### config.mk
export PLATFORM = sky130hd
export DESIGN_NAME = pc_gen
export DESIGN_NICKNAME = d
export VERILOG_FILES = /design/src/logic/frontend_pkg.sv /design/src/logic/pc_gen.sv
export SDC_FILE = /design/constraint.sdc
export NUM_CORES = 1
export LEC_CHECK = 0
export BUFFER_PORTS_ARGS = -buffer_cell sky130_fd_sc_hd__buf_2
export CAP_MARGIN = 20
export CORE_UTILIZATION = 46
export CTS_CLUSTER_SIZE = 20
export DETAILED_ROUTE_END_ITERATION = 10
export PLACE_DENSITY = 0.82
export SLEW_MARGIN = 10
export SYNTH_ARGS = -nofsm -noshare
export SYNTH_HDL_FRONTEND = slang
export SYNTH_SLANG_ARGS = --single-unit
### constraint.sdc
create_clock -name CLK -period 2.8 [get_ports CLK]
set_input_delay 0.56 -clock CLK [delete_from_list [all_inputs] [get_ports CLK]]
set_output_delay 0.56 -clock CLK [all_outputs]
set_load 0.02 [all_outputs]
### src/logic/frontend_pkg.sv
// shared widths, bus structs and fetch-word types for the fetch front end; compile it first.
`default_nettype none

package frontend_pkg;

	localparam int XLEN = 64; // address and fetch-word width.
	localparam int INSTR_W = 32; // one instruction.
	localparam logic [XLEN-1:0] BOOT_PC = '0; // first fetch after reset.

	localparam int MEM_WORDS = 64; // imem depth in double-words.
	localparam int MEM_AW = 6; // word index, taken from addr[8:3].

	localparam int IQ_DEPTH = 4; // fetch entries in the queue.
	localparam int IQ_PW = 2; // queue pointer width.
	localparam int IQ_CW = 3; // queue count width, holds 0..IQ_DEPTH.
	// keep one slot free for the word still in flight on the bus.
	localparam logic [IQ_CW-1:0] IQ_FILL_MAX = IQ_CW'(IQ_DEPTH - 2);

	// fetch request toward imem.
	typedef struct packed {
		logic valid;
		logic kill; // drops the answer still pending.
		logic [XLEN-1:0] addr; // always double-word aligned.
	} bus_req_t;

	// read answer from imem.
	typedef struct packed {
		logic valid;
		logic [XLEN-1:0] data;
	} bus_rsp_t;

	// one fetched double-word, seen whole or as two instructions.
	typedef union packed {
		logic [XLEN-1:0] dword;
		struct packed {
			logic [INSTR_W-1:0] hi; // addr + 4.
			logic [INSTR_W-1:0] lo; // lower address.
		} half;
	} fetch_word_u;

	typedef struct packed {
		logic [XLEN-1:0] addr; // unaligned fetch address, bit 2 picks start half.
		fetch_word_u word;
	} iq_entry_t;

	typedef struct packed {
		logic [XLEN-1:0] pc;
		logic [INSTR_W-1:0] instr;
	} dec_out_t;

endpackage

`default_nettype wire

### src/logic/pc_gen.sv
// fetch address register; steps one aligned double-word per issued request, loads redirects.
`default_nettype none
`timescale 1ns/1ns

module pc_gen (
	input wire logic CLK,
	input wire logic rst_n,
	input wire logic flush, // one-cycle redirect strobe.
	input wire logic fetch_ready, // high in each cycle a request issues.
	input wire logic [frontend_pkg::XLEN-1:0] redirect_pc,
	output logic [frontend_pkg::XLEN-1:0] fetch_pc
);

	logic [frontend_pkg::XLEN-1:0] next_seq; // next aligned double-word.

	// drop the byte offset, step one double-word.
	// an unaligned redirect lands on the following aligned word here.
	assign next_seq = {fetch_pc[frontend_pkg::XLEN-1:3] + 1'b1, 3'b000};

	always_ff @(posedge CLK or negedge rst_n) begin
		if (!rst_n) begin
			fetch_pc <= frontend_pkg::BOOT_PC;
		end else if (flush) begin
			fetch_pc <= redirect_pc; // flush wins, kept unaligned for start-half select.
		end else if (fetch_ready) begin
			fetch_pc <= next_seq;
		end
	end

endmodule

`default_nettype wire

==> flow_metrics.env <==
export IMPL_outcome="finished, final reports clean"
export IMPL_ioPinCount=132
export IMPL_ys_seq_area_share_pct=41.9
export IMPL_hold_viol_final=0
export IMPL_place_inst=668
export IMPL_fillers=686
export IMPL_holdBufCountCts=0
export IMPL_fin_cells=684
export IMPL_ys_top_cells_by_count="66 x nand2_1, 64 x dfrtp_1, 44 x o21ai_0"
export IMPL_clkTransAtPathRegs_ns=0.07
export IMPL_postSynth_asyncResetShare_pct=100
export IMPL_crit_type="reg -> reg"
export IMPL_coreArea_sq_um=7890
export IMPL_vias=4047
export IMPL_ys_warn_count=0
export IMPL_hpwl_mm=8.40
export IMPL_ys_flop_type="dfrtp_1"
export IMPL_rsz0062_at_grt="no"
export IMPL_required_ns=3.06
export IMPL_syn_to_final_growth_pct=27.4
export IMPL_ys_seq_elements=64
export IMPL_critPathLaunchType="register"
export IMPL_synth_enable_flop_cells=0
export IMPL_tns_ns=0
export IMPL_grt_first_pass_wirelength_mm=18.4
export IMPL_netlist_instances=445
export IMPL_dieArea_sq_um=8670
export IMPL_fmax_mhz=373
export IMPL_die_y_um=93.1
export IMPL_post_route_cells_drive_above_1_share_pct=29.6
export IMPL_grt_start_max_net_pins=102
export IMPL_grt_overflow=0
export IMPL_holdCritPathClass="in -> async"
export IMPL_post_route_min_period_ns=2.68
export IMPL_synth_top_area_share_pct=41.9
export IMPL_grt_pass1_vias=3905
export IMPL_power_leakage_nw=2.08
export IMPL_grt_busiest_layer="met2"
export IMPL_detail_route_first_pass_iterations=5
export IMPL_reg_largest_list="fetch_pc: 64 flops"
export IMPL_drtIter0Drc=315
export IMPL_initial_core_util_pct=48.4
export IMPL_io_buffers=131
export IMPL_final_max_slew_viol_count=0
export IMPL_top_register="fetch_pc"
export IMPL_yosys_area_top_type="dfrtp_1"
export IMPL_synth_top_cells_by_area="dfrtp_1 42%, nand2_1 6.5%, xnor2_1 6.2%, o21ai_0 5.8%, nand4_1 4.7%"
export IMPL_fp_row_count=32
export IMPL_grtUsageMet3_pct=6.91
export IMPL_tritoncts="built"
export IMPL_path_max_fanout=7
export IMPL_crit_path_end_kind="register"
export IMPL_clockBufferDepth=2
export IMPL_fin_ws_ns=0.121
export IMPL_synth_most_common_cell="nand2_1"
export IMPL_finish_utilization_pct=61.7
export IMPL_maxSlewHeadroom_pct=55.3
export IMPL_synth_nets=514
export IMPL_syn_avg_cell_area_sq_um=8.58
export IMPL_wire_per_inst_um=16.6
export IMPL_worstMarginPinSlew_ns=0.671
export IMPL_drtAntennaViolNets=0
export IMPL_nNetsFinal=646
export IMPL_syn_cell_area_sq_um=3820
export IMPL_antenna_found_initial=0
export IMPL_power_density_nw_per_um2=520
export IMPL_vias_per_cell=5.92
export IMPL_cts_sinks=64
export IMPL_worst_ep_arrival_time_ns=2.94
export IMPL_grt_util_met2_pct=44.5
export IMPL_maxCapViolations=0
export IMPL_detail_route_wirelength_mm=11.3
export IMPL_insertion_delay_ns=0.35
export IMPL_synth_distinct_cells=37
export IMPL_n_antenna_cell=0
export IMPL_vdd_drop_max_mv=0.300
export IMPL_grt_use_met1_pct=33.3
export IMPL_root_buffer="clkbuf_8"
export IMPL_finalCritPeriodShare_pct=95.7
export IMPL_grtUsageTotal_pct=27.3
export IMPL_htree_num_levels=3
export IMPL_place_ws_ns=0.127
export IMPL_p_total_mw=2.53
export IMPL_place_gp_congestion=0.922
export IMPL_drc=0
export IMPL_die_w_um=93.1
export IMPL_finClkSkew_ns=0.00799
export IMPL_largest_reg_flops=64
export IMPL_setup_viol=0
export IMPL_numCtsBuffers=9
==> worst paths after layout <==
kind	slack, ns	to	start	cells past startpoint
worst min-delay path	0.24	fetch_pc[45]	rst_n	1
worst max-delay path	0.12	fetch_pc[59]	fetch_pc[40]	5
min in group CLK	0.41	fetch_pc[19]	redirect_pc[19]	3
worst max register to register	0.12	fetch_pc[59]	fetch_pc[40]	5
max in group asynchronous	1.92	fetch_pc[34]	rst_n	2
worst min register to register	0.50	fetch_pc[0]	fetch_pc[0]	1
==> power breakdown <==
part / total [mW] / switching, mW / internal [mW]
clock network: 0.868 / 0.370 / 0.498
logic: 0.524 / 0.316 / 0.208
registers: 1.14 / 0.127 / 1.01
==> cell families (layout without fill, tap and decap cells) <==
kind of cell	count (synthesis)	count (layout)	share of synthesized area, %
buf+inv	30	167	3.01
simple gates	228	228	31.4
xor+xnor	45	45	10.3
flops	64	64	41.9
fa+ha+maj	1	1	0.327
mux	8	8	2.26
compound gates	69	69	10.7
==> stage by stage <==
step,hold slack [ns],instance area [sq um]
after floorplan,0.264,3820
after global placement,0.477,4650
after detailed placement,0.481,4650
after CTS,0.252,4860
after global routing,0.272,4860
final,0.238,4860
==> cell usage in the layout, fill, tap and decap left out, types with 2 or more instances in the layout <==
cell type,count
nor3_1,16
o21ai_0,44
inv_1,2
and3_1,11
clkbuf_8,9
nand4_1,29
xor2_1,18
buf_12,2
clkinv_2,3
or4_1,12
buf_2,131
buf_4,15
nand2_1,66
and4_1,10
nor2_1,24
and2_1,5
or3_1,2
a31oi_1,10
dfrtp_1,63
xnor2_1,27
a22oi_1,2
bufinv_16,2
a22o_1,3
o31ai_1,4
a221o_1,3
mux2_2,5
nand3_1,27
nor4_1,18
nor2b_1,3
mux2i_1,3
==> worst max-delay path: stages (launching register included) <==
cell and delay [ns]:
dfrtp_1 0.43, and4_1 0.29, or4b_1 0.48, or4_1 0.67, or4_1 0.53, a31oi_1 0.19
==> final cells by class <==
class                           instances  area, sq um  area share, %
Tap cell                              102          128           2.62
Clock buffer                           10          128           2.62
Clock inverter                          6         83.8           1.72
Multi-Input combinational cell        351         2100           43.2
Inverter                                3         11.3          0.231
Timing Repair Buffer                  148          808           16.6
Sequential cell                        64         1600           32.9
==> what timing repair did <==
| action | CTS | global route |
|---|---|---|
| endpoints found under the setup margin | 0 | 2 |
| resized for setup | 0 | 1 |
| setup buffers | 0 | 0 |
| hold endpoints to repair | 0 | 0 |
==> per-layer routing <==
layer	part of all wire, %	up-vias
met5	0	-
met4	3.9	0
met3	9.8	42
met2	47	237
met1	40	1866
li1	-	1902
(Power assumes the default switching activity.)
