File: src/logic/frontend_pkg.sv
// shared widths, bus structs and fetch-word types for the fetch front end; compile it first.
`default_nettype none

package frontend_pkg;

	localparam int XLEN = 64; // address and fetch-word width.
	localparam int INSTR_W = 32; // one instruction.
	localparam logic [XLEN-1:0] BOOT_PC = '0; // first fetch after reset.

	localparam int MEM_WORDS = 64; // imem depth in double-words.
	localparam int MEM_AW = 6; // word index, taken from addr[8:3].

	localparam int IQ_DEPTH = 4; // fetch entries in the queue.
	localparam int IQ_PW = 2; // queue pointer width.
	localparam int IQ_CW = 3; // queue count width, holds 0..IQ_DEPTH.
	// keep one slot free for the word still in flight on the bus.
	localparam logic [IQ_CW-1:0] IQ_FILL_MAX = IQ_CW'(IQ_DEPTH - 2);

	// fetch request toward imem.
	typedef struct packed {
		logic valid;
		logic kill; // drops the answer still pending.
		logic [XLEN-1:0] addr; // always double-word aligned.
	} bus_req_t;

	// read answer from imem.
	typedef struct packed {
		logic valid;
		logic [XLEN-1:0] data;
	} bus_rsp_t;

	// one fetched double-word, seen whole or as two instructions.
	typedef union packed {
		logic [XLEN-1:0] dword;
		struct packed {
			logic [INSTR_W-1:0] hi; // addr + 4.
			logic [INSTR_W-1:0] lo; // lower address.
		} half;
	} fetch_word_u;

	typedef struct packed {
		logic [XLEN-1:0] addr; // unaligned fetch address, bit 2 picks start half.
		fetch_word_u word;
	} iq_entry_t;

	typedef struct packed {
		logic [XLEN-1:0] pc;
		logic [INSTR_W-1:0] instr;
	} dec_out_t;

endpackage

`default_nettype wire

File: src/logic/imem.sv
// instruction memory acting as bus slave; loaded through the write port, answers each read one cycle later.
`default_nettype none
`timescale 1ns/1ns

module imem (
	input wire logic CLK,
	input wire logic rst_n,
	input wire logic mem_we, // load strobe, one double-word per cycle.
	input wire logic [frontend_pkg::MEM_AW-1:0] mem_waddr,
	input wire logic [frontend_pkg::XLEN-1:0] mem_wdata,
	input wire frontend_pkg::bus_req_t bus_req,
	output logic req_ready,
	output frontend_pkg::bus_rsp_t bus_rsp
);

	logic [frontend_pkg::XLEN-1:0] mem [frontend_pkg::MEM_WORDS];
	logic [frontend_pkg::MEM_AW-1:0] ridx;
	logic [frontend_pkg::XLEN-1:0] rdata; // read word held for the answer.
	logic pend; // an accepted read answers this cycle.

	// double-word index, higher bits ignored so fetch wraps around the array.
	assign ridx = bus_req.addr[frontend_pkg::MEM_AW+2:3];

	assign req_ready = ~pend; // busy while the answer is out.

	// a kill in the answer cycle drops it.
	assign bus_rsp = '{valid: pend & ~bus_req.kill, data: rdata};

	always_ff @(posedge CLK or negedge rst_n) begin
		if (!rst_n) begin
			pend <= 1'b0;
		end else begin
			pend <= bus_req.valid; // every valid request is taken.
		end
	end

	always_ff @(posedge CLK) begin
		if (mem_we) begin
			mem[mem_waddr] <= mem_wdata; // visible to reads from the next cycle.
		end
		if (bus_req.valid) begin
			rdata <= mem[ridx];
		end
	end

endmodule

`default_nettype wire

File: config.mk
export PLATFORM = sky130hd
export DESIGN_NAME = imem
export DESIGN_NICKNAME = d
export VERILOG_FILES = /design/src/logic/frontend_pkg.sv /design/src/logic/imem.sv
export SDC_FILE = /design/constraint.sdc
export NUM_CORES = 2
export LEC_CHECK = 0
export BUFFER_PORTS_ARGS = -buffer_cell sky130_fd_sc_hd__buf_4
export CAP_MARGIN = 5
export CORE_MARGIN = 2
export CORE_UTILIZATION = 40
export DETAILED_ROUTE_END_ITERATION = 6
export MAX_ROUTING_LAYER = met4
export PLACE_DENSITY = 0.53
export SLEW_MARGIN = 0
export SYNTH_ARGS = -nofsm -noshare
export SYNTH_HDL_FRONTEND = slang
export SYNTH_SLANG_ARGS = --single-unit
export TNS_END_PERCENT = 5
File: constraint.sdc
create_clock -name CLK -period 2.4 [get_ports CLK]
set_clock_uncertainty 0.1 [all_clocks]
set_input_delay 0.24 -clock CLK [delete_from_list [all_inputs] [get_ports CLK]]
set_output_delay 0.24 -clock CLK [all_outputs]
set_load 0.03 [all_outputs]
==> out/qor.txt <==
WORST HOLD PATH
----------------------------------------------------------------------------------------------------
Count of cells along the worst hold path ..............................................            5
Worst hold start ......................................................................   bus_req[5]
Class of the tightest hold or removal check ........................................... input pin to register
Endpoint, Worst Hold .................................................................. rdata[47]$_DFFE_PP_

FLOORPLAN
----------------------------------------------------------------------------------------------------
Count of standard-cell rows ...........................................................          230
Die height ............................................................................  631 microns
Count of pins on the block boundary ...................................................          205
Width of the die ......................................................................  631 microns
Core area .............................................................................  0.392 sq mm
Initial cell density of the core ......................................................        40.2%
Area enclosed by the die boundary .....................................................  0.399 sq mm

POWER AND IR DROP
----------------------------------------------------------------------------------------------------
Clock power share .....................................................................        42.0%
Leakage power total ...................................................................      59.4 nW
Switching Power .......................................................................      33.6 mW
Logic pwr share .......................................................................         5.5%
Worst voltage drop across the vdd grid ................................................       622 uV
Design Power ..........................................................................       154 mW
Internal portion of total power .......................................................       121 mW
P per Cell Area .......................................................................  819 mW/mm^2
Sequential power share ................................................................        52.5%
Switching part of the total power .....................................................        21.8%

YOSYS
----------------------------------------------------------------------------------------------------
Syn Area/Cell .........................................................................   23.2 sq um
Top-area cell type share of the netlist area ..........................................        79.4%
Warnings from Yosys ...................................................................            0
Ys async rst share ....................................................................      0.0240%
Most used flip-flop cell after synthesis ..............................................     edfxtp_1
Most instantiated library cell after synthesis ........................................     edfxtp_1
Top cell type by total area after synthesis ...........................................     edfxtp_1
Fraction of the yosys area taken by sequential cells ..................................        79.4%
Cell variety after synth ..............................................................           36
Post-synthesis instance area ..........................................................  0.157 sq mm
Leading cell types by count after synthesis ........................................... 4160 x edfxtp_1, 1024 x mux4_2, 187 x nand2_1
EDFF count, synth .....................................................................         4160
Flop and latch count out of synthesis .................................................         4161
Nets in the synthesized netlist .......................................................         6934
Dominant cells by area after synthesis ................................................ edfxtp_1 79%, mux4_2 15%, mux2i_1 0.90%
Syn Inst Count ........................................................................         6795

DETAILED ROUTING
----------------------------------------------------------------------------------------------------
Total wire length ..................................................................... 494000 microns
Number of vias after detailed routing .................................................        79925
Post-DRT Antenna Nets .................................................................            0
Wire per inst ......................................................................... 36.7 microns
Vias per cell .........................................................................         5.94
Detailed-route DRC error count ........................................................            0
Count of TritonRoute iterations in the first routing pass .............................            6
Initial detailed-routing violation count ..............................................        10581

CTS
----------------------------------------------------------------------------------------------------
Clock sink count ......................................................................         4161
Root Driver ...........................................................................    clkbuf_16
Number of levels the H-tree was split into ............................................            5
Clock tree from TritonCTS .............................................................         done
Number of buffers inserted during clock tree synthesis ................................          431
Clock Tree Buf Depth ..................................................................            4
Clock-pin slew reported for the worst setup and hold paths after clock tree synthesis .        60 ps
Clock latency of the later-clocked register in the worst-skew pair ....................      1000 ps

GLOBAL ROUTE
----------------------------------------------------------------------------------------------------
Global-route wire length before repair ................................................ 678000 microns
Global-route usage over all layers ....................................................        25.4%
Aggregate global routing overflow .....................................................            0
Maximum number of pins on one net before global-route repair ..........................           65
Number of global-route vias before repair .............................................        80579
Number of antenna violations at the first check in global routing .....................           39

SETUP PATH
----------------------------------------------------------------------------------------------------
Worst reg2reg setup slack .............................................................        60 ps
Critical Path Source .................................................................. rdata[8]$_DFFE_PP_
Critical Path Max Stage Delay .........................................................       810 ps
Crit path DAT .........................................................................      2040 ps
Endpoint of the most critical register-to-register path ............................... rdata[31]$_DFFE_PP_
Critical register-to-register path startpoint ......................................... mem[11][31]$_DFFE_PP_
CP Launch Type ........................................................................     register
Kind of cell adding the most delay to the critical path ...............................   flip-flops
Type of the worst setup path .......................................................... register to primary output
Library cell contributing the largest single delay on the critical path ...............     edfxtp_1
Crit path max fanout ..................................................................            1
Buf/Inv on CP .........................................................................            1
Worst setup EP type ................................................................... primary output
Critical Path RT ......................................................................      2060 ps
Worst reg2reg path depth ..............................................................            6
Cell-by-cell trace of the critical path ...............................................        buf_6

PLACED DESIGN
----------------------------------------------------------------------------------------------------
Pre-CTS setup slack ...................................................................     -1050 ps
Instance area at placement ............................................................  0.174 sq mm
Number of buffers added on ports ......................................................          146
Routability congestion estimate from global placement .................................        0.800
Half-perimeter wire length of the detailed placement result ........................... 294000 microns

RUN
----------------------------------------------------------------------------------------------------
Max-cap violations ....................................................................            0

RUN STATUS
----------------------------------------------------------------------------------------------------
Run status ............................................................................ complete, no violations

TIMING
----------------------------------------------------------------------------------------------------
Post-layout minimum cycle time ........................................................      2380 ps
RSZ-0062 raised after global routing ..................................................         true
Total of endpoints with negative setup slack in the final report ......................            0
Actual transition at the worst max-transition pin .....................................       865 ps
Count of final hold-check violations ..................................................            0
Slew Viols, Final .....................................................................            0
Fin crit share ........................................................................        99.0%
Sum Neg Setup Slack ...................................................................         0 ps
Worst max-slew margin expressed relative to the limit .................................        42.2%
Final setup slack of the worst path ...................................................      24.9 ps
Max frequency .........................................................................    0.421 GHz

FINISH
----------------------------------------------------------------------------------------------------
Layout area overhead ..................................................................        19.6%
Final layout net count ................................................................         8008
Design area ...........................................................................  0.188 sq mm
Share of post-route cells with drive strength above 1 .................................        32.3%
Layout fillers ........................................................................        31823
Final core utilization ................................................................        48.0%

layout make-up:
type	instances	area (sq um)	share of cell area, %
Timing Repair Buffer	1028	12000	6.37
Tap cell	5220	6530	3.47
Inverter	20	75.1	0.0399
Antenna cell	19	47.5	0.0253
Clock inverter	270	2300	1.22
Clock buffer	514	11200	5.97
Sequential cell	4161	125000	66.4
Multi-Input combinational cell	2227	31000	16.5
power by group through the flow:
stage / combinational [mW] / clock [mW] / sequential (mW)
6_report: 8.47 / 64.7 / 80.9
5_1_grt: 8.90 / 68.5 / 80.9
4_1_cts: 8.52 / 65.7 / 81.0
3_5_place_dp: 8.36 / 0 / 82.5
3_3_place_gp: 8.25 / 0 / 82.5
2_1_floorplan: 3.83 / 0 / 82.5
worst min-delay path, cell delays in order:
cell	delay (ps)
buf_8	180
buf_4	260
nand3_1	80
nand4_1	90
and3_1	170
layout by cell type (no fill, tap or decap), drive strengths merged, types with 30 or more instances in the layout:
cell type and n:
a22oi 128, buf 949, bufinv 30, clkbuf 514, clkinv 217, dlygate4sd3 79
edfxtp 4160, inv 30, mux2i 141, mux4 1024, nand2 188, nand3 180
nand4 82, nor2 116, o21ai 46, o221ai 34, o22ai 81, or2 30
or3 31
metrics by stage:
stage	hold WS, ps	instances
CTS	78.0	13437
floorplan	-156	6795
global placement	-84.5	12574
detailed placement	-83.8	12574
finish	150	13459
global route	118	13451
logic make-up (layout without fill, tap and decap cells):
family	Yosys count	after routing	share of synthesized area [%]
simple gates	689	689	2.12
compound gates	373	373	1.69
other cells	0	19	0
buf+inv	407	1832	1.26
mux	1165	1165	15.5
flops	4161	4161	79.4
worst max-delay path by stage:
| stage | end | slack (ps) | cells past startpoint |
|---|---|---|---|
| floorplan | mem[48][0]$_DFFE_PP_ | -680 | 4 |
| global placement | rdata[32]$_DFFE_PP_ | -970 | 9 |
| detailed placement | rdata[32]$_DFFE_PP_ | -1050 | 9 |
| CTS | bus_rsp[8] | -70 | 1 |
| global route | bus_rsp[8] | -40 | 1 |
| finish | bus_rsp[8] | 20 | 1 |
registers in the layout (all words and copies together), names as in the netlist:
| register | cells |
|---|---|
| rdata | 64 |
| mem | 4096 |
| pend | 1 |
timing repair:
| item | in CTS | in global routing |
|---|---|---|
| hold buffers | 79 | 0 |
| cloned | 0 | 0 |
| setup buffers | 0 | 3 |
| endpoints found under the setup margin | 6 | 40 |
| hold endpoints to repair | 4670 | 0 |
| pin swaps | 0 | 1 |
| resized for setup | 6 | 0 |
routing by layer:
metal / vias up / part of all wire [%] / track usage [%]
li1: 31361 / - / -
met1: 44265 / 41 / 34.5
met2: 3620 / 49 / 40.7
met3: 679 / 7.4 / 3.72
met4: 0 / 2.6 / 6.13
met5: - / 0 / -
No activity file was read; power rests on OpenSTA's default activity.
