[src/logic/frontend_pkg.sv]
// shared widths, bus structs and fetch-word types for the fetch front end; compile it first.
`default_nettype none

package frontend_pkg;

	localparam int XLEN = 64; // address and fetch-word width.
	localparam int INSTR_W = 32; // one instruction.
	localparam logic [XLEN-1:0] BOOT_PC = '0; // first fetch after reset.

	localparam int MEM_WORDS = 64; // imem depth in double-words.
	localparam int MEM_AW = 6; // word index, taken from addr[8:3].

	localparam int IQ_DEPTH = 4; // fetch entries in the queue.
	localparam int IQ_PW = 2; // queue pointer width.
	localparam int IQ_CW = 3; // queue count width, holds 0..IQ_DEPTH.
	// keep one slot free for the word still in flight on the bus.
	localparam logic [IQ_CW-1:0] IQ_FILL_MAX = IQ_CW'(IQ_DEPTH - 2);

	// fetch request toward imem.
	typedef struct packed {
		logic valid;
		logic kill; // drops the answer still pending.
		logic [XLEN-1:0] addr; // always double-word aligned.
	} bus_req_t;

	// read answer from imem.
	typedef struct packed {
		logic valid;
		logic [XLEN-1:0] data;
	} bus_rsp_t;

	// one fetched double-word, seen whole or as two instructions.
	typedef union packed {
		logic [XLEN-1:0] dword;
		struct packed {
			logic [INSTR_W-1:0] hi; // addr + 4.
			logic [INSTR_W-1:0] lo; // lower address.
		} half;
	} fetch_word_u;

	typedef struct packed {
		logic [XLEN-1:0] addr; // unaligned fetch address, bit 2 picks start half.
		fetch_word_u word;
	} iq_entry_t;

	typedef struct packed {
		logic [XLEN-1:0] pc;
		logic [INSTR_W-1:0] instr;
	} dec_out_t;

endpackage

`default_nettype wire

[src/logic/ifetch.sv]
// fetch unit; issues one aligned read per request on the imem bus and captures the answer for the queue.
`default_nettype none
`timescale 1ns/1ns

module ifetch (
	input wire logic CLK,
	input wire logic rst_n,
	input wire logic flush,
	input wire logic req_ready, // imem not busy.
	input wire logic iq_ready, // queue has room for one more word.
	input wire logic [frontend_pkg::XLEN-1:0] fetch_pc,
	input wire frontend_pkg::bus_rsp_t bus_rsp,
	output frontend_pkg::bus_req_t bus_req,
	output logic fetch_ready, // advances pc_gen.
	output logic iq_valid,
	output frontend_pkg::iq_entry_t iq_in
);

	logic bus_ready; // req_ready, one cycle late.
	logic boot; // set after reset and flush, lets the first fetch skip the queue check.
	logic issue;
	logic [frontend_pkg::XLEN-1:0] pending_addr; // address of the read in flight.

	assign issue = bus_ready & (iq_ready | boot) & ~flush;
	assign fetch_ready = issue;

	// kill rides along with every cycle of flush.
	assign bus_req = '{valid: issue, kill: flush,
		addr: {fetch_pc[frontend_pkg::XLEN-1:3], 3'b000}};

	always_ff @(posedge CLK or negedge rst_n) begin
		if (!rst_n) begin
			bus_ready <= 1'b0; // no request in the first cycle out of reset.
			boot <= 1'b1;
			iq_valid <= 1'b0;
		end else begin
			bus_ready <= req_ready;
			if (flush) boot <= 1'b1;
			else if (issue) boot <= 1'b0;
			// a fresh answer outranks the clear from a transfer.
			if (bus_rsp.valid & ~flush) iq_valid <= 1'b1;
			else if (iq_ready | flush) iq_valid <= 1'b0;
		end
	end

	always_ff @(posedge CLK) begin
		if (issue) pending_addr <= fetch_pc; // unaligned, bit 2 travels on.
		if (bus_rsp.valid) begin
			iq_in.addr <= pending_addr;
			iq_in.word.dword <= bus_rsp.data;
		end
	end

endmodule

`default_nettype wire

[config.mk]
export PLATFORM = sky130hd
export DESIGN_NAME = ifetch
export DESIGN_NICKNAME = d
export VERILOG_FILES = /design/src/logic/frontend_pkg.sv /design/src/logic/ifetch.sv
export SDC_FILE = /design/constraint.sdc
export NUM_CORES = 1
export LEC_CHECK = 0
export BUFFER_PORTS_ARGS = -buffer_cell sky130_fd_sc_hd__buf_2
export CORE_ASPECT_RATIO = 0.5
export CORE_MARGIN = 4
export CORE_UTILIZATION = 40
export CTS_BUF_LIST = sky130_fd_sc_hd__clkbuf_16
export DETAILED_ROUTE_END_ITERATION = 8
export PLACE_DENSITY = 0.72
export SYNTH_ARGS = -nofsm -noshare
export SYNTH_HDL_FRONTEND = slang
export SYNTH_SLANG_ARGS = --single-unit
[constraint.sdc]
create_clock -name CLK -period 12.8 [get_ports CLK]
set_clock_uncertainty 0.15 [all_clocks]
set_input_delay 1.28 -clock CLK [delete_from_list [all_inputs] [get_ports CLK]]
set_output_delay 1.28 -clock CLK [all_outputs]
set_load 0.01 [all_outputs]
==> flow_metrics.py, run 1 <==
metrics = {
    "floorplanning": {
        "die_area_sq_mm": 0.0182,
        "initial_core_util_pct": 41.2,
        "die_h_um": 97.3,
        "ios": 330,
        "row_count": 32,
        "die_w_um": 187,
        "core_area_sq_mm": 0.0155,
    },
    "synth": {
        "synth_mux_area_share_pct": 0,
        "synth.most_common_cell": "edfxtp_1",
        "async_flop_share_pct": 1.54,
        "ys.flop_type": "edfxtp_1",
        "syn_inst": 269,
        "synth_edf_count": 192,
        "yosys.area_share.simple_pct": 0.235,
        "synth_compound_area_share_pct": 0.255,
        "yosysUniqueCellTypes": 11,
        "syn_area_sq_mm": 0.00638,
        "yosys.area_share.adder_pct": 0,
        "synth_top_family_by_area": "buffers and inverters",
        "synth_xor_area_share_pct": 0,
        "yosysSeqAreaShare_pct": 91.6,
        "yosysTopAreaCellShare_pct": 90.4,
        "syn_avg_cell_area_sq_um": 23.7,
        "ys_warn_count": 0,
        "synthTopCellsByArea": "edfxtp_1, buf_4, dfrtp_1",
        "ys_ff_latch": 195,
        "synth_top_area_cell": "edfxtp_1",
        "synth_common_cells": "edfxtp_1, buf_4, dfrtp_1, inv_1",
    },
    "worst_setup_path": {
        "crit_slowest_cell": "buf_4",
        "arrival_ns": 2.54,
        "cpMostUsedCell": "buf_2",
        "path_depth": 4,
        "crit_path_end_kind": "output port",
        "cp_cell_sequence": "buf_2 > nor3_2 > buf_4 > buf_2",
        "r2r_cells": 3,
        "critPathLaunchType": "input pin",
        "path_class": "input pin to output port",
        "path_max_fanout": 66,
        "worst_path_largest_cell_delay_ns": 0.68,
        "required_ns": 11.37,
        "crit_family": "buffers and inverters",
        "cp_num_buf_inv": 3,
    },
    "clock_network": {
        "postCtsHoldBufs": 0,
        "cts_root_buf": "clkbuf_16",
        "post_cts_resize_count": 0,
        "cts_tree": "yes",
        "numCtsBuffers": 17,
        "clock_sinks": 195,
        "cts_max_level": 4,
        "clk_latency_ns": 0.41,
        "post_cts_buffers": 0,
        "clk_pin_slew_ns": 0.08,
        "clockBufferDepth": 2,
    },
    "detailed_routing": {
        "finalWirelength_um": 14000,
        "routed_via_density": 4.29,
        "drtIter0Drc": 124,
        "avgRoutedWirePerCell_um": 18.3,
        "drtPass1Iterations": 4,
        "detail-route-antenna-nets": 0,
        "drc": 0,
        "vias": 3297,
    },
    "power": {
        "ir_drop_v": 0.0000919,
        "power_mw": 1.34,
        "p_leak_nw": 3.48,
        "power.density_mw_per_mm2": 160,
    },
    "worst_hold_path": {
        "hold_depth": 0,
        "min_path_type": "register to register",
    },
    "global_routing": {
        "met1_usage_pct": 15.9,
        "grt.busiest_layer": "met2",
        "grt_use_met2_pct": 28.0,
        "grt_max_degree": 74,
        "grt_pass1_wl_um": 20200,
        "antenna_found_initial": 0,
        "grt.overflow.total": 0,
        "globalRouteMet3Util_pct": 4.16,
        "grt_use_total_pct": 14.7,
        "first_global_vias": 3503,
    },
    "layout": {
        "final_core_util_pct": 53.9,
        "area_delta_synth_final_pct": 30.9,
        "final_area_sq_mm": 0.00835,
        "antenna_cells": 0,
        "stdcell_count": 768,
        "final_nets": 686,
        "drive_gt1_share_pct": 63.8,
    },
    "run": {
        "cap_violations": 0,
    },
    "timing": {
        "setup_viol_count_final": 0,
        "period_share_pct": 31.0,
        "drv_slew": 0,
        "fin_ws_ns": 8.83,
        "rsz0062_at_grt": "no",
        "whs_ns": 0.265,
        "fmaxAchievable_ghz": 0.252,
        "worst_slew_pin_slew_ns": 0.949,
        "maxSlewHeadroom_pct": 36.7,
        "hold_viol_final": 0,
        "tns_ns": 0,
        "min_period_ns": 3.97,
    },
    "placed_design": {
        "io_buffers": 326,
        "place_area_sq_mm": 0.00780,
        "gp_congestion": 0.769,
        "dp.cells": 737,
        "dp_hpwl_um": 10400,
        "dp_slack_ns": 8.80,
    },
    "status": {
        "status": "completed",
    },
}
where the power goes:
| group | switching (mW) | total, mW | internal (mW) |
|---|---|---|---|
| clock network | 0.238 | 0.494 | 0.256 |
| logic | 0.0569 | 0.0955 | 0.0386 |
| registers | 0.00858 | 0.750 | 0.742 |
| total | 0.304 | 1.34 | 1.04 |
kinds of logic after synthesis:
family,after synthesis
buffers and inverters,68
other,1
flip-flops,195
AND/OR/NAND/NOR,3
AO/OA/AOI/OAI,2
sequential cells by signal, indices dropped and copies added, names as in the netlist:
name / cells
bus_ready: 1
iq_in: 128
iq_valid: 1
pending_addr: 64
boot: 1
placed cells by master, fill, tap and decap left out:
cell type	count
dfstp_2	1
inv_6	4
a21o_1	1
edfxtp_1	192
inv_8	3
nor2_1	1
conb_1	3
clkinv_1	2
a21oi_2	1
buf_2	325
buf_4	3
clkinvlp_4	1
inv_1	2
nand2b_1	1
nor3_2	1
clkbuf_16	17
clkinv_8	1
clkinv_4	3
dfrtp_1	2
final cells by class:
| type | count | area, sq um |
|---|---|---|
| fillers | 1249 | 7140 |
| flip-flops and latches | 195 | 5840 |
| repair buffers | 328 | 1650 |
| clock buffers | 17 | 425 |
| well taps | 204 | 255 |
| clock inverters | 14 | 126 |
| multi-input cells | 8 | 47.5 |
| inverters | 2 | 7.51 |
final timing paths:
check	startpoint	end	slack (ns)
max in group asynchronous	rst_n	boot	11.80
setup reg to reg	boot	pending_addr[30]	10.90
setup / recovery	flush	bus_req[65]	8.83
hold / removal	pending_addr[22]	iq_in[86]	0.27
min in group asynchronous	rst_n	iq_valid	0.51
hold reg to reg	pending_addr[22]	iq_in[86]	0.27
per-layer routing:
layer | vias to the layer above | routed length [um]
met2 | 96 | 8040
met5 | - | 0
met1 | 1670 | 5120
met4 | 0 | 180
li1 | 1519 | -
met3 | 12 | 679
Note: power is estimated with default switching activity, not from simulation.
==> run 2, diff against run 1 <==
Settings changed: PLACE_DENSITY 0.72 to 0.75.
Clock period 12.8 ns to 3.3 ns, I/O delays scaled along.
==> flow_metrics.py, run 2 (synthesis results as in run 1) <==
metrics = {
    "status": {
        "status": "completed",
    },
    "layout": {
        "mostFrequentLayoutCells": "buf_2, edfxtp_1, dlygate4sd3_1",
        "largest_register": "iq_in",
        "drive_gt1_share_pct": 52.1,
        "fill_cells": 1088,
        "multiInputGateArea_sq_um": 53.8,
        "final_common_cell": "buf_2",
        "area_delta_synth_final_pct": 52.8,
        "reg_top3": "iq_in: 128 flops, pending_addr: 64 flops",
        "final_nets": 821,
        "seqCellArea_sq_mm": 0.00584,
        "final_area_sq_mm": 0.00975,
        "largest_reg_flops": 128,
    },
    "timing": {
        "maxSlewHeadroom_pct": 39.5,
        "hold_viol_final": 0,
        "drv_slew": 0,
        "period_share_pct": 77.4,
        "setup_viol_count_final": 0,
        "worst_slew_pin_slew_ns": 0.905,
        "fmaxAchievable_ghz": 0.392,
        "rsz0062_at_grt": "no",
        "min_period_ns": 2.55,
        "tns_ns": 0,
    },
    "floorplanning": {
        "row_count": 32,
        "die_h_um": 97.3,
        "die_area_sq_mm": 0.0182,
        "core_area_sq_mm": 0.0155,
        "ios": 330,
        "initial_core_util_pct": 41.2,
        "die_w_um": 187,
    },
    "detailed_routing": {
        "drtPass1Iterations": 4,
        "detail-route-antenna-nets": 0,
        "avgRoutedWirePerCell_um": 18.3,
        "routed_via_density": 4.29,
        "drtIter0Drc": 228,
        "finalWirelength_um": 16600,
        "drc": 0,
        "vias": 3881,
    },
    "worst_setup_path": {
        "path_max_fanout": 16,
        "cpMostUsedCell": "buf_2",
        "crit_family": "buffers and inverters",
        "cp_cell_sequence": "dlygate4sd3_1 > buf_2 > nor3_4 > buf_2",
        "path_class": "input pin to output port",
        "critPathLaunchType": "input pin",
        "arrival_ns": 2.07,
        "required_ns": 2.82,
        "cp_num_buf_inv": 3,
        "worst_path_largest_cell_delay_ns": 0.76,
        "crit_path_end_kind": "output port",
        "crit_slowest_cell": "nor3_4",
    },
    "clock_network": {
        "clk_latency_ns": 0.41,
        "clk_pin_slew_ns": 0.07,
        "post_cts_resize_count": 0,
        "post_cts_buffers": 0,
        "numCtsBuffers": 17,
        "cts_root_buf": "clkbuf_16",
        "postCtsHoldBufs": 131,
        "cts_max_level": 4,
        "cts_tree": "yes",
        "clock_sinks": 195,
        "clockBufferDepth": 2,
    },
    "power": {
        "p_leak_nw": 4.07,
        "power.density_mw_per_mm2": 556,
        "ir_drop_v": 0.000332,
    },
    "global_routing": {
        "grt_pass1_wl_um": 25100,
        "grt.overflow.total": 0,
        "antenna_found_initial": 1,
        "first_global_vias": 4275,
        "grt_use_total_pct": 18.3,
        "grt_max_degree": 68,
    },
    "placed_design": {
        "dp_hpwl_um": 10700,
        "place_area_sq_mm": 0.00786,
        "io_buffers": 326,
        "gp_congestion": 0.800,
    },
    "run": {
        "cap_violations": 0,
    },
    "worst_hold_path": {
        "min_path_type": "input pin to register",
    },
}
-- run 2: stage by stage --
step / cells / power, mW / hold WS [ns] / utilization (%) / worst slack [ns]
after floorplan: 271 / 3.12 / -0.116 / - / 0.330
after global placement: 741 / 3.34 / -0.0266 / 50.7 / 1.26
after detailed placement: 741 / 3.35 / -0.0196 / 50.7 / 1.24
after CTS: 904 / 5.46 / 0.0295 / 62.9 / 0.730
after global routing: 905 / 5.61 / 0.0522 / 62.9 / 0.601
final: 905 / 5.42 / 0.0456 / 62.9 / 0.747
-- run 2: worst paths after layout --
path                             startpoint               end  slack [ns]  cells past startpoint
min in group asynchronous             rst_n          iq_valid        0.10                      2
hold reg to reg            pending_addr[60]        iq_in[124]        0.27                      0
setup reg to reg                       boot  pending_addr[52]        1.24                      3
setup / recovery                      flush       fetch_ready        0.75                      4
hold / removal                     iq_ready          iq_valid        0.05                      3
max in group asynchronous             rst_n              boot        2.70                      2
-- run 2: power breakdown --
part	internal [mW]	total [mW]	switching (mW)	leakage [nW]
Sequential	2.88	2.91	0.0370	1.88
Clock	1.06	1.99	0.926	0.279
Combinational	0.258	0.513	0.255	1.91
Total	4.20	5.42	1.22	4.07
-- run 2: area by class of cell --
class | instances | area share [%]
sequential | 195 | 59.9
timing repair buffer | 463 | 30.9
clock buffer | 17 | 4.36
tap | 204 | 2.62
clock inverter | 15 | 1.49
multi-input combinational | 8 | 0.552
inverter | 2 | 0.0770
antenna | 1 | 0.0257
-- run 2: worst register-to-register path, delay by kind of cell, from the launching register on --
kind | cells | cell delay, ns
buf+inv | 1 | 0.34
simple gates | 2 | 0.75
flops | 1 | 0.53
-- run 2: layer usage --
metal / wire (um) / GRT usage (%) / vias to the layer above / share of wire (%)
li1: - / - / 1792 / -
met1: 5940 / 19.5 / 1935 / 36
met2: 9680 / 35.6 / 126 / 58
met3: 613 / 3.59 / 28 / 3.7
met4: 350 / 7.21 / 0 / 2.1
met5: 0 / 0 / - / 0
==> run 3, diff against run 2 <==
Clock period 3.3 ns to 2.1 ns, I/O delays scaled along.
==> flow_metrics.py, run 3 (synthesis results as in run 1) <==
metrics = {
    "status": {
        "status": "completed",
    },
    "timing": {
        "setup_viol_count_final": 0,
        "min_period_ns": 2.03,
        "period_share_pct": 96.5,
        "drv_slew": 0,
        "hold_viol_final": 0,
        "fmaxAchievable_ghz": 0.494,
        "tns_ns": 0,
    },
    "global_routing": {
        "grt_use_total_pct": 17.6,
        "grt.overflow.total": 0,
        "grt_pass1_wl_um": 24700,
        "antenna_found_initial": 0,
        "first_global_vias": 4352,
        "grt_max_degree": 67,
    },
    "layout": {
        "reg_top3": "iq_in: 128 flops, pending_addr: 64 flops",
        "fill_cells": 1079,
        "multiInputGateArea_sq_um": 56.3,
        "area_delta_synth_final_pct": 53.1,
        "seqCellArea_sq_mm": 0.00584,
        "stdcell_count": 906,
        "final_area_sq_mm": 0.00977,
        "largest_reg_flops": 128,
        "largest_register": "iq_in",
        "antenna_cells": 0,
        "drive_gt1_share_pct": 52.3,
        "final_nets": 823,
        "mostFrequentLayoutCells": "buf_2, edfxtp_1, dlygate4sd3_1",
        "final_common_cell": "buf_2",
        "final_core_util_pct": 63.0,
    },
    "detailed_routing": {
        "drtPass1Iterations": 5,
        "routed_via_density": 4.28,
        "wl_met2_um": 9460,
        "avgRoutedWirePerCell_um": 18.0,
        "drc": 0,
        "finalWirelength_um": 16300,
        "wl_met1_um": 5690,
        "wl_met3_um": 633,
        "drtIter0Drc": 180,
        "vias": 3881,
        "topRoutingLayerUsed": "met4",
        "detail-route-antenna-nets": 0,
    },
    "clock_network": {
        "clockBufferDepth": 2,
        "cts_tree": "yes",
        "clk_latency_ns": 0.40,
        "cts_root_buf": "clkbuf_16",
        "numCtsBuffers": 17,
        "clk_pin_slew_ns": 0.07,
        "clock_sinks": 195,
        "cts_max_level": 4,
    },
    "worst_setup_path": {
        "required_ns": 1.74,
        "worst_path_largest_cell_delay_ns": 0.54,
        "crit_slowest_cell": "dfstp_2",
        "arrival_ns": 1.67,
        "cp_cell_sequence": "nor2_2 > nor3_4 > clkbuf_16 > buf_2",
        "path_class": "register to output port",
        "path_max_fanout": 33,
        "cp_num_buf_inv": 2,
        "crit_family": "flip-flops",
        "crit_path_end_kind": "output port",
        "critPathLaunchType": "register",
    },
    "floorplanning": {
        "die_h_um": 97.3,
        "row_count": 32,
        "core_area_sq_mm": 0.0155,
        "die_area_sq_mm": 0.0182,
        "ios": 330,
        "die_w_um": 187,
        "initial_core_util_pct": 41.2,
    },
    "run": {
        "cap_violations": 0,
    },
    "placed_design": {
        "place_area_sq_mm": 0.00787,
        "gp_congestion": 0.760,
        "dp.cells": 740,
        "dp_hpwl_um": 10400,
        "io_buffers": 326,
    },
    "power": {
        "ir_drop_v": 0.000577,
        "power.density_mw_per_mm2": 857,
        "p_leak_nw": 4.07,
        "power_mw": 8.37,
    },
    "worst_hold_path": {
        "min_path_type": "input pin to async pin",
    },
}
[run 3: changes by cell type in the layout (fill, tap and decap cells not counted), sizes merged]
cell         delta
diode           -1
clkbuf          +1
inv             -2
clkinv          +1
buf             -1
dlygate4sd3     +2
clkinvlp        +2
bufinv          -1
[run 3: worst paths after layout]
check / start / to / slack (ns) / cells after the start
min in group CLK: bus_rsp[64] / iq_in[122] / 0.11 / 1
worst max-delay path: boot / bus_req[65] / 0.07 / 4
worst max register to register: boot / pending_addr[60] / 0.47 / 3
worst min register to register: pending_addr[61] / iq_in[125] / 0.27 / 0
worst min-delay path: rst_n / boot / 0.11 / 2
max in group asynchronous: rst_n / iq_valid / 1.16 / 3
[run 3: layer usage]
| layer | vias to the layer above | GRT usage [%] |
|---|---|---|
| li1 | 1790 | - |
| met2 | 137 | 34.5 |
| met1 | 1911 | 18.5 |
| met3 | 43 | 3.48 |
| met5 | - | 0 |
| met4 | 0 | 7.38 |
[run 3: final cells by class]
cell class,instances,area share (%)
Timing Repair Buffer,465,31.3
Tap cell,204,2.61
Inverter,2,0.0768
Sequential cell,195,59.8
Clock buffer,17,4.35
Multi-Input combinational cell,8,0.576
Clock inverter,15,1.29
[run 3: repair_timing]
| item | 4_1_cts | 5_1_grt |
|---|---|---|
| gates resized for setup | 0 | 1 |
| setup endpoints to repair | 0 | 2 |
| hold buffers | 133 | 0 |
| endpoints found under the hold margin | 134 | 0 |
| setup buffers | 0 | 0 |
[run 3: report_power, final]
part / total [mW] / switching [mW] / internal [mW]
registers: 4.57 / 0.0554 / 4.52
clock network: 2.98 / 1.43 / 1.55
logic: 0.813 / 0.401 / 0.412
[run 3: through the flow]
step,hold slack [ns],setup WS [ns]
final,0.109,0.0742
after detailed placement,-0.142,0.451
after global routing,0.0958,-0.000281
after CTS,0.0931,0.00171
after floorplan,-0.236,-0.741
after global placement,-0.144,0.476
